### src/wctl_config.svh
// sizes and op codes for the warp-control slice
// warp, thread and lane counts, XLEN, barriers, IPDOM depth
`ifndef WCTL_CONFIG_SVH
`define WCTL_CONFIG_SVH

// core geometry
`define NUM_WARPS    4
`define NUM_THREADS  4
`define NUM_LANES    2
`define XLEN         32

// synchronization resources
`define NUM_BARRIERS 2
`define IPDOM_DEPTH  4

// thread-control op codes from execute
`define OP_TMC    3'd0
`define OP_PRED   3'd1
`define OP_SPLIT  3'd2
`define OP_JOIN   3'd3
`define OP_BAR    3'd4
`define OP_WSPAWN 3'd5

`endif
### src/design/wctl_pkg.sv
// shared vector types of the warp-control slice
// used by the RTL blocks and the testbench
`include "wctl_config.svh"

package wctl_pkg;

    // register value, also used for PCs
    typedef logic [`XLEN-1:0] word_t;

    // thread mask of a whole warp
    typedef logic [`NUM_THREADS-1:0] tmask_t;

    // lanes of a single packet
    typedef logic [`NUM_LANES-1:0] lmask_t;

    typedef logic [$clog2(`NUM_WARPS)-1:0] wid_t;
    typedef logic [`NUM_WARPS-1:0] wmask_t;

    // packet index inside one instruction
    typedef logic [$clog2(`NUM_THREADS / `NUM_LANES)-1:0] pid_t;

    typedef logic [2:0] sfu_op_t;
    typedef logic [$clog2(`NUM_BARRIERS)-1:0] bar_id_t;

    // ipdom stack occupancy from 0 up to IPDOM_DEPTH
    typedef logic [2:0] depth_t;

endpackage

### src/design/wctl_ifs.sv
// exec_if carries execute packets into the warp control unit
// warp_ctl_if carries one command per instruction into the warp state
`include "wctl_config.svh"

interface exec_if;
    import wctl_pkg::*;

    logic    valid;
    logic    ready;
    wid_t    wid;
    sfu_op_t op;
    lmask_t  tmask;
    word_t   pc;
    word_t   rs1 [`NUM_LANES];
    word_t   rs2 [`NUM_LANES];
    // lane that carries the scalar operands
    logic    tid;
    pid_t    pid;
    logic    sop;
    logic    eop;

    modport master (output valid, wid, op, tmask, pc, rs1, rs2, tid, pid, sop, eop,
                    input ready);
    modport slave  (input valid, wid, op, tmask, pc, rs1, rs2, tid, pid, sop, eop,
                    output ready);
endinterface

interface warp_ctl_if;
    import wctl_pkg::*;

    // one-cycle strobe without back-pressure
    logic    valid;
    wid_t    wid;
    logic    tmc_valid;
    tmask_t  tmc_mask;
    logic    split_valid;
    logic    split_dvg;
    tmask_t  then_mask;
    tmask_t  else_mask;
    word_t   next_pc;
    logic    join_valid;
    logic    join_dvg;
    logic    bar_valid;
    bar_id_t bar_id;
    wid_t    bar_size_m1;
    logic    spawn_valid;
    wmask_t  spawn_wmask;
    word_t   spawn_pc;

    modport master (output valid, wid, tmc_valid, tmc_mask, split_valid, split_dvg,
                    then_mask, else_mask, next_pc, join_valid, join_dvg, bar_valid,
                    bar_id, bar_size_m1, spawn_valid, spawn_wmask, spawn_pc);
    modport slave  (input valid, wid, tmc_valid, tmc_mask, split_valid, split_dvg,
                    then_mask, else_mask, next_pc, join_valid, join_dvg, bar_valid,
                    bar_id, bar_size_m1, spawn_valid, spawn_wmask, spawn_pc);
endinterface

### src/design/elastic_buffer.sv
// two-entry valid/ready skid buffer
// registered output and registered ready_in
module elastic_buffer #(
    parameter int DATAW = 8
) (
    input  logic             clk,
    input  logic             rst_n,
    input  logic             valid_in,
    output logic             ready_in,
    input  logic [DATAW-1:0] data_in,
    output logic             valid_out,
    input  logic             ready_out,
    output logic [DATAW-1:0] data_out
);
    logic             main_valid;
    logic             skid_valid;
    logic [DATAW-1:0] main_data;
    logic [DATAW-1:0] skid_data;
    logic             push;
    logic             pop;

    assign push = valid_in && ready_in;
    assign pop  = valid_out && ready_out;

    // skid entry full means both entries are taken
    assign ready_in  = !skid_valid;
    assign valid_out = main_valid;
    assign data_out  = main_data;

    always_ff @(posedge clk) begin
        if (!rst_n) begin
            main_valid <= 1'b0;
            skid_valid <= 1'b0;
        end else if (!main_valid || pop) begin
            // output slot free this edge so the skid entry drains first
            main_valid <= skid_valid || push;
            skid_valid <= 1'b0;
        end else if (push) begin
            skid_valid <= 1'b1;
        end
    end

    always_ff @(posedge clk) begin
        if (!main_valid || pop) begin
            if (skid_valid) begin
                main_data <= skid_data;
            end else if (push) begin
                main_data <= data_in;
            end
        end else if (push) begin
            skid_data <= data_in;
        end
    end

    // a stalled output keeps its packet
    assert property (@(posedge clk) disable iff (!rst_n)
        valid_out && !ready_out |=> valid_out && $stable(data_out));

endmodule

### src/design/sfu_wctl_top.sv
// top level of the warp-control slice
// plain execute and commit ports, warp control unit and warp state
module sfu_wctl_top (
    input  logic             clk,
    input  logic             rst_n,
    input  logic             in_valid,
    output logic             in_ready,
    input  wctl_pkg::wid_t   in_wid,
    input  wctl_pkg::sfu_op_t in_op,
    input  wctl_pkg::lmask_t in_tmask,
    input  wctl_pkg::word_t  in_pc,
    input  wctl_pkg::word_t  in_rs1_0,
    input  wctl_pkg::word_t  in_rs1_1,
    input  wctl_pkg::word_t  in_rs2_0,
    input  wctl_pkg::word_t  in_rs2_1,
    input  logic             in_tid,
    input  wctl_pkg::pid_t   in_pid,
    input  logic             in_sop,
    input  logic             in_eop,
    output logic             commit_valid,
    input  logic             commit_ready,
    output wctl_pkg::wid_t   commit_wid,
    output wctl_pkg::lmask_t commit_tmask,
    output wctl_pkg::word_t  commit_pc,
    output wctl_pkg::pid_t   commit_pid,
    output logic             commit_sop,
    output logic             commit_eop,
    output logic             commit_halt,
    output wctl_pkg::word_t  commit_data,
    input  wctl_pkg::wid_t   status_wid,
    output wctl_pkg::tmask_t status_tmask,
    output wctl_pkg::word_t  status_pc,
    output wctl_pkg::depth_t status_depth,
    output wctl_pkg::wmask_t active_warps,
    output wctl_pkg::wmask_t stalled_warps
);
    exec_if     exec_bus ();
    warp_ctl_if wctl_bus ();

    assign exec_bus.valid  = in_valid;
    assign in_ready        = exec_bus.ready;
    assign exec_bus.wid    = in_wid;
    assign exec_bus.op     = in_op;
    assign exec_bus.tmask  = in_tmask;
    assign exec_bus.pc     = in_pc;
    assign exec_bus.rs1[0] = in_rs1_0;
    assign exec_bus.rs1[1] = in_rs1_1;
    assign exec_bus.rs2[0] = in_rs2_0;
    assign exec_bus.rs2[1] = in_rs2_1;
    assign exec_bus.tid    = in_tid;
    assign exec_bus.pid    = in_pid;
    assign exec_bus.sop    = in_sop;
    assign exec_bus.eop    = in_eop;

    warp_ctl_unit u_wctl (
        .clk          (clk),
        .rst_n        (rst_n),
        .exec         (exec_bus.slave),
        .warp_ctl     (wctl_bus.master),
        .commit_valid (commit_valid),
        .commit_ready (commit_ready),
        .commit_wid   (commit_wid),
        .commit_tmask (commit_tmask),
        .commit_pc    (commit_pc),
        .commit_pid   (commit_pid),
        .commit_sop   (commit_sop),
        .commit_eop   (commit_eop),
        .commit_halt  (commit_halt),
        .commit_data  (commit_data)
    );

    warp_state u_state (
        .clk           (clk),
        .rst_n         (rst_n),
        .warp_ctl      (wctl_bus.slave),
        .status_wid    (status_wid),
        .status_tmask  (status_tmask),
        .status_pc     (status_pc),
        .status_depth  (status_depth),
        .active_warps  (active_warps),
        .stalled_warps (stalled_warps)
    );

endmodule

### src/design/warp_ctl_unit.sv
// warp control unit
// op decode, then/else mask collection over packets, command build,
// commit path through a two-entry elastic buffer
`include "wctl_config.svh"

module warp_ctl_unit (
    input  logic            clk,
    input  logic            rst_n,
    exec_if.slave           exec,
    warp_ctl_if.master      warp_ctl,
    output logic            commit_valid,
    input  logic            commit_ready,
    output wctl_pkg::wid_t  commit_wid,
    output wctl_pkg::lmask_t commit_tmask,
    output wctl_pkg::word_t commit_pc,
    output wctl_pkg::pid_t  commit_pid,
    output logic            commit_sop,
    output logic            commit_eop,
    output logic            commit_halt,
    output wctl_pkg::word_t commit_data
);
    import wctl_pkg::*;

    localparam int CMDW = 7 + 3 * $bits(tmask_t) + 2 * $bits(word_t) + $bits(bar_id_t)
                        + $bits(wid_t) + $bits(wmask_t);
    localparam int DATAW = $bits(wid_t) + $bits(lmask_t) + $bits(word_t) + $bits(pid_t)
                         + 3 + CMDW;

    logic             is_tmc;
    logic             is_pred;
    logic             xfer;
    word_t            rs1_sel;
    word_t            rs2_sel;
    lmask_t           taken;
    tmask_t           then_r;
    tmask_t           else_r;
    tmask_t           then_n;
    tmask_t           else_n;
    tmask_t           tmc_mask;
    wmask_t           spawn_wmask;
    logic             halt;
    logic             halt_q;
    sfu_op_t          op_q;
    wid_t             wid_q;
    logic [DATAW-1:0] buf_in;
    logic [DATAW-1:0] buf_out;

    assign is_tmc  = (exec.op == `OP_TMC);
    assign is_pred = (exec.op == `OP_PRED);
    assign xfer    = exec.valid && exec.ready;

    // scalar operands come from the lane named by tid
    assign rs1_sel = exec.rs1[exec.tid];
    assign rs2_sel = exec.rs2[exec.tid];

    always_comb begin
        for (int i = 0; i < `NUM_LANES; i++) begin
            taken[i] = exec.rs1[i][0];
        end
        then_n = then_r;
        else_n = else_r;
        if (exec.sop) begin
            then_n = '0;
            else_n = '0;
        end
        then_n[exec.pid * `NUM_LANES +: `NUM_LANES] = taken & exec.tmask;
        else_n[exec.pid * `NUM_LANES +: `NUM_LANES] = ~taken & exec.tmask;
    end

    always_ff @(posedge clk) begin
        if (xfer) begin
            then_r <= then_n;
            else_r <= else_n;
        end
        if (xfer && exec.sop) begin
            op_q  <= exec.op;
            wid_q <= exec.wid;
        end
    end

    // pred falls back to rs2 when no thread is taken
    assign tmc_mask = (is_pred && then_n == '0) ? rs2_sel[`NUM_THREADS-1:0] :
                      is_pred ? then_n : rs1_sel[`NUM_THREADS-1:0];

    // tmc to an empty mask ends the warp
    assign halt = is_tmc && (tmc_mask == '0);

    always_comb begin
        for (int i = 0; i < `NUM_WARPS; i++) begin
            spawn_wmask[i] = (word_t'(i) < rs1_sel) && (wid_t'(i) != exec.wid);
        end
    end

    assign buf_in = {exec.wid, exec.tmask, exec.pc, exec.pid, exec.sop, exec.eop, halt,
                     is_tmc || is_pred, tmc_mask,
                     exec.op == `OP_SPLIT, (then_n != '0) && (else_n != '0),
                     then_n, else_n, exec.pc + word_t'(4),
                     exec.op == `OP_JOIN, rs1_sel[0],
                     exec.op == `OP_BAR, bar_id_t'(rs1_sel[0]), wid_t'(rs2_sel - word_t'(1)),
                     exec.op == `OP_WSPAWN, spawn_wmask, rs2_sel};

    elastic_buffer #(
        .DATAW (DATAW)
    ) rsp_buf (
        .clk       (clk),
        .rst_n     (rst_n),
        .valid_in  (exec.valid),
        .ready_in  (exec.ready),
        .data_in   (buf_in),
        .valid_out (commit_valid),
        .ready_out (commit_ready),
        .data_out  (buf_out)
    );

    assign {commit_wid, commit_tmask, commit_pc, commit_pid, commit_sop, commit_eop, halt_q,
            warp_ctl.tmc_valid, warp_ctl.tmc_mask,
            warp_ctl.split_valid, warp_ctl.split_dvg,
            warp_ctl.then_mask, warp_ctl.else_mask, warp_ctl.next_pc,
            warp_ctl.join_valid, warp_ctl.join_dvg,
            warp_ctl.bar_valid, warp_ctl.bar_id, warp_ctl.bar_size_m1,
            warp_ctl.spawn_valid, warp_ctl.spawn_wmask, warp_ctl.spawn_pc} = buf_out;

    assign commit_halt = commit_valid && halt_q;
    assign commit_data = word_t'(warp_ctl.split_dvg);

    // command fires when the last packet leaves on commit
    assign warp_ctl.valid = commit_valid && commit_ready && commit_eop;
    assign warp_ctl.wid   = commit_wid;

    // all packets of one instruction share op and warp
    assert property (@(posedge clk) disable iff (!rst_n)
        xfer && !exec.sop |-> exec.op == op_q && exec.wid == wid_q);

endmodule

### src/design/warp_state.sv
// warp state
// per-warp thread masks, active and stalled sets, resume PCs,
// IPDOM reconvergence stacks and local barrier counters
`include "wctl_config.svh"

module warp_state (
    input  logic             clk,
    input  logic             rst_n,
    warp_ctl_if.slave        warp_ctl,
    input  wctl_pkg::wid_t   status_wid,
    output wctl_pkg::tmask_t status_tmask,
    output wctl_pkg::word_t  status_pc,
    output wctl_pkg::depth_t status_depth,
    output wctl_pkg::wmask_t active_warps,
    output wctl_pkg::wmask_t stalled_warps
);
    import wctl_pkg::*;

    localparam int SPW = $clog2(`IPDOM_DEPTH);

    tmask_t         warp_tmask [`NUM_WARPS];
    word_t          warp_pc    [`NUM_WARPS];
    depth_t         depth_r    [`NUM_WARPS];
    wmask_t         active_r;
    wmask_t         stalled_r;
    wid_t           bar_cnt    [`NUM_BARRIERS];
    wmask_t         bar_wait   [`NUM_BARRIERS];
    tmask_t         stk_mask   [`NUM_WARPS][`IPDOM_DEPTH];
    word_t          stk_pc     [`NUM_WARPS][`IPDOM_DEPTH];
    logic           stk_else   [`NUM_WARPS][`IPDOM_DEPTH];
    wid_t           w;
    bar_id_t        bid;
    logic [SPW-1:0] sp;
    logic [SPW-1:0] sp_next;
    logic [SPW-1:0] sp_top;
    logic           do_split;
    logic           do_join;

    assign w        = warp_ctl.wid;
    assign bid      = warp_ctl.bar_id;
    assign sp       = depth_r[w][SPW-1:0];
    assign sp_next  = sp + 1'b1;
    assign sp_top   = sp - 1'b1;
    assign do_split = warp_ctl.valid && warp_ctl.split_valid && warp_ctl.split_dvg;
    assign do_join  = warp_ctl.valid && warp_ctl.join_valid && warp_ctl.join_dvg;

    // stack entries with restore below else
    always_ff @(posedge clk) begin
        if (do_split) begin
            stk_mask[w][sp]      <= warp_tmask[w];
            stk_else[w][sp]      <= 1'b0;
            stk_mask[w][sp_next] <= warp_ctl.else_mask;
            stk_pc[w][sp_next]   <= warp_ctl.next_pc;
            stk_else[w][sp_next] <= 1'b1;
        end
    end

    always_ff @(posedge clk) begin
        if (!rst_n) begin
            for (int i = 0; i < `NUM_WARPS; i++) begin
                warp_tmask[i] <= (i == 0) ? '1 : '0;
                warp_pc[i]    <= '0;
                depth_r[i]    <= '0;
            end
            active_r  <= wmask_t'(1);
            stalled_r <= '0;
            for (int b = 0; b < `NUM_BARRIERS; b++) begin
                bar_cnt[b]  <= '0;
                bar_wait[b] <= '0;
            end
        end else if (warp_ctl.valid) begin
            if (warp_ctl.tmc_valid) begin
                warp_tmask[w] <= warp_ctl.tmc_mask;
                if (warp_ctl.tmc_mask == '0) begin
                    active_r[w] <= 1'b0;
                end
            end
            if (do_split) begin
                warp_tmask[w] <= warp_ctl.then_mask;
                depth_r[w]    <= depth_r[w] + depth_t'(2);
            end
            if (do_join) begin
                warp_tmask[w] <= stk_mask[w][sp_top];
                // else path resumes at its own pc
                if (stk_else[w][sp_top]) begin
                    warp_pc[w] <= stk_pc[w][sp_top];
                end
                depth_r[w] <= depth_r[w] - depth_t'(1);
            end
            if (warp_ctl.bar_valid) begin
                if (bar_cnt[bid] == warp_ctl.bar_size_m1) begin
                    // last arrival releases every waiter
                    stalled_r    <= stalled_r & ~bar_wait[bid];
                    bar_wait[bid] <= '0;
                    bar_cnt[bid]  <= '0;
                end else begin
                    stalled_r[w]     <= 1'b1;
                    bar_wait[bid][w] <= 1'b1;
                    bar_cnt[bid]     <= bar_cnt[bid] + wid_t'(1);
                end
            end
            if (warp_ctl.spawn_valid) begin
                for (int i = 0; i < `NUM_WARPS; i++) begin
                    if (warp_ctl.spawn_wmask[i]) begin
                        active_r[i]   <= 1'b1;
                        warp_tmask[i] <= tmask_t'(1);
                        warp_pc[i]    <= warp_ctl.spawn_pc;
                    end
                end
            end
        end
    end

    assign status_tmask  = warp_tmask[status_wid];
    assign status_pc     = warp_pc[status_wid];
    assign status_depth  = depth_r[status_wid];
    assign active_warps  = active_r;
    assign stalled_warps = stalled_r;

    // a divergent split needs two free stack entries
    assert property (@(posedge clk) disable iff (!rst_n)
        do_split |-> depth_r[w] <= depth_t'(`IPDOM_DEPTH - 2));

    // a divergent join needs an entry to pop
    assert property (@(posedge clk) disable iff (!rst_n)
        do_join |-> depth_r[w] != '0);

endmodule

### config.mk
export PLATFORM = sky130hd
export DESIGN_NAME = sfu_wctl_top
export DESIGN_NICKNAME = d
export VERILOG_FILES = /design/src/design/wctl_pkg.sv /design/src/design/wctl_ifs.sv /design/src/design/elastic_buffer.sv /design/src/design/sfu_wctl_top.sv /design/src/design/warp_ctl_unit.sv /design/src/design/warp_state.sv
export VERILOG_INCLUDE_DIRS = /design/src
export SDC_FILE = /design/constraint.sdc
export NUM_CORES = 1
export LEC_CHECK = 0
export ABC_AREA = 1
export BUFFER_PORTS_ARGS = -buffer_cell sky130_fd_sc_hd__buf_2
export CAP_MARGIN = 0
export CORE_ASPECT_RATIO = 0.6
export CORE_UTILIZATION = 60
export DETAILED_ROUTE_END_ITERATION = 8
export PLACE_DENSITY = 0.79
export SLEW_MARGIN = 10
export SYNTH_ARGS = -nofsm -noshare
export SYNTH_HDL_FRONTEND = slang
export SYNTH_SLANG_ARGS = --single-unit
### constraint.sdc
create_clock -name clk -period 27 [get_ports clk]
set_clock_uncertainty 0.05 [all_clocks]
set_input_delay 2.7 -clock clk [delete_from_list [all_inputs] [get_ports clk]]
set_output_delay 2.7 -clock clk [all_outputs]
set_load 0.01 [all_outputs]
# After elaboration in Yosys (flattened, before gate mapping)
# Memory sizes are Yosys's and may differ from the RTL's. A register that Yosys moved wholly into a read port is not among the register bits.
# Index checks and enable logic that the tools add are counted.
[totals]
elab_cells = 349
mem_bits_rw = 760
mem_count = 8
inputBits = 177
regBits = 278
output_inout_bits = 121
[mem_list]
columns = ["name", "words", "word_bits", "read_ports", "rd_ports_with_merged_regs", "write_ports", "line", "rtl"]
rows = [
  ["u_state.stk_pc", 4, 128, 1, 1, 1, "warp_state.sv:29", "word_t stk_pc [`NUM_WARPS][`IPDOM_DEPTH];"],
  ["u_state.warp_pc", 4, 32, 1, 0, 5, "warp_state.sv:22", "word_t warp_pc [`NUM_WARPS];"],
  ["u_state.stk_mask", 4, 16, 1, 1, 1, "warp_state.sv:28", "tmask_t stk_mask [`NUM_WARPS][`IPDOM_DEPTH];"],
  ["u_state.stk_else", 4, 4, 1, 1, 1, "warp_state.sv:30", "logic stk_else [`NUM_WARPS][`IPDOM_DEPTH];"],
  ["u_state.warp_tmask", 4, 4, 2, 1, 5, "warp_state.sv:21", "tmask_t warp_tmask [`NUM_WARPS];"],
  ["u_state.depth_r", 4, 3, 2, 1, 4, "warp_state.sv:23", "depth_t depth_r [`NUM_WARPS];"],
  ["+2 memories", "--", "--", "--", "--", "--", "--", ""],
]
[classes]
n_reduce_logical = 38
mux = 149
n_lt_le_gt_ge = 12
n_addsub = 8
bitwise_logic = 98
n_eq_ne = 25
shifts = 3
[ops]
columns = ["op", "n"]
rows = [
  ["$mux W32", 13],
  ["$mux W130", 2],
  ["$mux W128", 1],
  ["$mux W4", 23],
  ["$mux W1", 87],
  ["$shiftx A2 B34 Y4", 2],
  ["$bmux W32 S2", 1],
  ["$demux W32 S2", 1],
  ["$lt A1 B32 Y1 const A", 2],
  ["$lt A2 B32 Y1 const A", 2],
  ["$or A1 B1 Y1", 36],
  ["$neg A2 Y34", 1],
  ["$shift A2 B34 Y4 const A", 1],
  ["$add A32 B3 Y32 const B", 1],
  ["$and A1 B1 Y1", 32],
  ["$eq A2 B2 Y1 const B", 16],
  ["$mux W16", 2],
  ["$logic_and A1 B1 Y1", 18],
  ["$not A1 Y1", 18],
  ["$demux W4 S2", 2],
  ["$mux W2", 8],
  ["$logic_not A4 Y1", 3],
  ["$ge A3 B3 Y1 const B", 3],
  ["$not A2 Y3", 3],
  ["34 further kinds", 55],
]

# Depth between registers and ports, before layout
[depth]
ltp_word = 14
mapped_depth = 16
depth_no_buf = 13

# By module
# Synthesis repeated with hierarchy kept, for this count alone.
[unflattened]
hier_cells = 4315
area_unflattened_um2 = 45118.3
[modules_own_cells]
columns = ["module", "cells_per_inst", "area_per_inst_um2", "n_inst"]
rows = [
  ["warp_state", 3185, 32997.9, 1],
  ["elastic_buffer", 691, 9570.4, 1],
  ["warp_ctl_unit", 439, 2549.9, 1],
]

# Worst setup path after synthesis
# Ideal clock, no wire load.
[synth_timing]
path_kind = "input to register"
start = "input commit_ready"
end = "register u_wctl.rsp_buf.skid_data[0] (enable)"
setup_slack_ns = 14.758
t_arrival_ns = 11.423
setup_time_ns = 0.769
required_time_ns = 26.181
path_stages = 3
cell_sequence = "inv_1 > nand2_1 > nor3_1"
[synth_between]
elab_chain_len = 4
[synth_lines]
columns = ["item", "line", "rtl"]
rows = [
  ["start: declaration", "sfu_wctl_top.sv:21", "input logic commit_ready,"],
  ["$logic_and A1 B1 Y1", "elastic_buffer.sv:23", "assign pop = valid_out && ready_out;"],
  ["$logic_or A1 B1 Y1", "elastic_buffer.sv:44", "if (!main_valid || pop) begin"],
  ["$not A1 Y1 (no line)", "--", ""],
  ["$reduce_and A2 Y1 (no line)", "--", ""],
  ["end signal: assignment", "elastic_buffer.sv:51", "skid_data <= data_in;"],
  ["end: declaration", "elastic_buffer.sv:18", "logic [DATAW-1:0] skid_data;"],
]
# Every way passes these cells.
# A chain may end at the register's enable or synchronous reset.

# Worst setup path in the final report
[layout_timing]
start = "input status_wid[0]"
end = "output status_pc[21]"
[layout_between]
elab_chain_len = 1
[layout_lines]
columns = ["item", "line", "rtl"]
rows = [
  ["start: declaration", "sfu_wctl_top.sv:30", "input wctl_pkg::wid_t status_wid,"],
  ["$mem_v2 Z4 W32", "--", ""],
  ["end: declaration", "sfu_wctl_top.sv:32", "output wctl_pkg::word_t status_pc,"],
]
# Every way passes these cells.

==> run metrics <==
result of the run completed; cell occurring most often along the worst timing path buf_2; Crit path required time 24.25 ns; effective utilization at floorplan 0.6102; post-synthesis mux area share 0; clock network latency to the later pin of the worst-skew pair 0.67 ns; Port Buffer Count 266; flops & latches, synth 1035; pin slew with the least headroom to its limit 1.123 ns; total placed instance area 47020 um^2; final standard cell utilization of the core 0.6695; cell with the largest stage delay on the worst path inv_2; H-tree depth 3; max-slew violation total from the final report 0; simple-gate share of the synthesized area 0.2243; cell with the most instances after synthesis nand2_1; filler-free cell count of the finished design 5507; power share of the combinational group 0.112; Finished Cell Area 49670 um^2; total area of multi-input combinational cells 12470 um^2; width of the chip 356.6 um; worst slack after detailed placement 19.74 ns; Largest stage delay, worst path 0.60 ns; post-detailed-placement half-perimeter wirelength 78180 um; number of standard cells after synthesis 4322; number of setup violations in the final report 0; hold slack 0.4271 ns; total count of hold-check failures in the final report 0; number of synthesized flops with an enable pin 1022; buffers inserted during post-CTS setup optimization 0; share of cells above drive strength 1 0.1058; library cell with the largest summed area after synthesis edfxtp_1; Setup TNS 0 ns; number of iterations in the first detailed-routing pass 6; antenna-violating nets left 0; Max transition margin 0.2511; part of the total power dissipated in sequential elements 0.538; Syn-to-layout area delta 9.718%; via count 33288; cts hold-fix bufs 0; Post-synth top cells 1547 x nand2_1, 1022 x edfxtp_1, 590 x nand3_1, 280 x nor2_1, 179 x o21ai_0; synthesized-area fraction occupied by xor and xnor cells 0.005031; number of nets in the final layout 4636; classification of the worst setup path input pin to primary output; count of max-cap constraint violations 0; synth top area cells edfxtp_1 68%, nand2_1 13%, nand3_1 6.5%; GRT Resource Usage Total 0.3258; wire length of the first global-routing pass 185000 um; element type at the critical path start input pin; complex-gate fraction of the synthesized area 0.03734; cts bufs inserted 88; clock tree from TritonCTS yes; most common flop cell mapped by yosys edfxtp_1; share of synthesized flip-flops with an asynchronous set or reset 0; largest family of logic cells by synthesized area simple AND/OR/NAND/NOR gates; worst vdd ir 0.00005172 V; core area 74180 um^2; unrepaired setup endpoints after global routing false; gpl congestion 0.9929; clock share of power 0.350; total overflow reported by the global router 0; cells traversed along the worst timing path buf_2 > buf_4 > inv_2 > o21ai_0 > o22ai_1 > buf_2; via density per instance 6.045; Post-CTS Resized 0; clock sinks 1035; DP Cell Count 5347; min Tclk post-route 7.424 ns; Hold/Removal Path Class flop to flop; sum of routed wire length over all layers 126200 um; Post-Synth Adder-Cell Area 0.002488; number of placed I/O pins 298; achievable frequency 0.1347 GHz; sequential fraction of the synthesis area 0.6837; Synth Cell Area 45270 um^2; clock-pin slew on the worst setup and hold paths 0.07 ns; maximum number of pins on one net before global-route repair 197; power density cells 69.48 nW/um^2; per-instance average area after synthesis 10.47 um^2; vias in the first global route 30445; Sequential cell area 30960 um^2; share of the synthesized area in the top cell type 0.6780; standby leakage power 19.56 nW; Site Rows 77; initial antenna violation count 9; total net switching power 912.4 uW; CP endpoint kind primary output; CP max FO 79; Arr. time, crit path 4.67 ns; P_int 2.538 mW; vertical extent of the die 214.8 um; Switching Fraction 0.2644; Cell variety after synth 32; number of remaining DRC errors 0; clock tree buffer depth 3; total power after layout 3.451 mW; First DRT Iteration DRCs 5310; routed length per instance 22.92 um; final-layout fill cell count 5393; cell chosen for the clock root clkbuf_16; die area 76580 um^2; final worst-path cycle share 0.2750; total of warnings raised by yosys 0; crit path setup slack, layout 19.58 ns
==> cells in the final DEF, fill, tap and decap left out, types with 3 or more instances in the layout <==
cell type,instances
edfxtp_1,1022
nand4_1,12
a31oi_1,41
o21ai_0,179
ha_1,9
nand3_1,590
nor2_1,261
o211ai_1,17
inv_2,5
buf_4,53
dfxtp_1,10
and2_1,3
nor3_2,4
nor2_2,4
xor2_1,22
xnor2_1,4
nor2_4,17
nand2_1,1545
buf_2,266
nor3_1,26
dfxtp_4,3
clkbuf_1,18
diode_2,4
clkbuf_16,89
or2_2,6
clkinv_1,29
clkinv_2,10
o22ai_1,43
bufinv_16,3
a21oi_1,24
conb_1,31
inv_1,148
inv_6,4
==> critical path, delay by kind of cell <==
kind | cells | cell delay, ns
buffers and inverters | 4 | 1.38
AOI/OAI and AO/OA | 2 | 0.52
==> final timing paths <==
path              depth (start not counted)                      end                     from  slack (ns)
setup / recovery                          6            status_pc[21]            status_wid[0]       19.58
hold / removal                            2  u_state.active_warps[0]  u_state.active_warps[0]        0.43
setup reg to reg                         14    u_state.warp_pc[2][8]                     flop       21.49
hold reg to reg                           2  u_state.active_warps[0]  u_state.active_warps[0]        0.43
==> flip-flops by register name, summed over array words and instances, names as in the netlist, named ones only <==
name / count
u_wctl.else_r: 4
u_state.warp_tmask: 16
u_state.stk_else: 16
u_state.stk_pc: 512
u_wctl.rsp_buf.skid_valid: 1
u_wctl.rsp_buf.skid_data: 127
u_state.bar_cnt: 4
u_state.stk_mask: 64
u_wctl.rsp_buf.valid_out: 1
u_wctl.rsp_buf.data_out: 127
u_state.bar_wait: 8
u_state.warp_pc: 128
u_state.depth_r: 12
u_state.active_warps: 4
u_wctl.then_r: 4
u_state.stalled_warps: 4
==> layer usage <==
metal,part of all wire,vias to the layer above,track usage
met5,0.00021,-,0
met4,0.032,4,0.1049
li1,-,14955,-
met1,0.37,15561,0.4657
met2,0.42,2484,0.4508
met3,0.17,284,0.1376
==> power by group through the flow <==
stage | Clock, mW | Combinational, mW | Sequential [mW]
2_1_floorplan | 0 | 0.238 | 1.87
3_3_place_gp | 0 | 0.365 | 1.89
3_5_place_dp | 0 | 0.372 | 1.89
4_1_cts | 1.21 | 0.376 | 1.85
5_1_grt | 1.27 | 0.416 | 1.86
6_report | 1.21 | 0.387 | 1.86
==> cell type report <==
type                            count  area share
Tap cell                          987     0.02486
Clock inverter                     49    0.006852
Inverter                          157     0.01212
Clock buffer                      107     0.04620
Timing Repair Buffer              320     0.03522
Antenna cell                        4   0.0002015
Sequential cell                  1035      0.6234
Multi-Input combinational cell   2848      0.2512
==> logic make-up after synthesis <==
| logic type | after synthesis |
|---|---|
| adders and majority gates | 9 |
| DFF | 1035 |
| xor gates and xnor gates | 26 |
| AOI/OAI and AO/OA | 307 |
| buffers and inverters | 469 |
| and+or+nand+nor | 2475 |
| other | 1 |
Note: power is estimated with default switching activity, not from simulation.
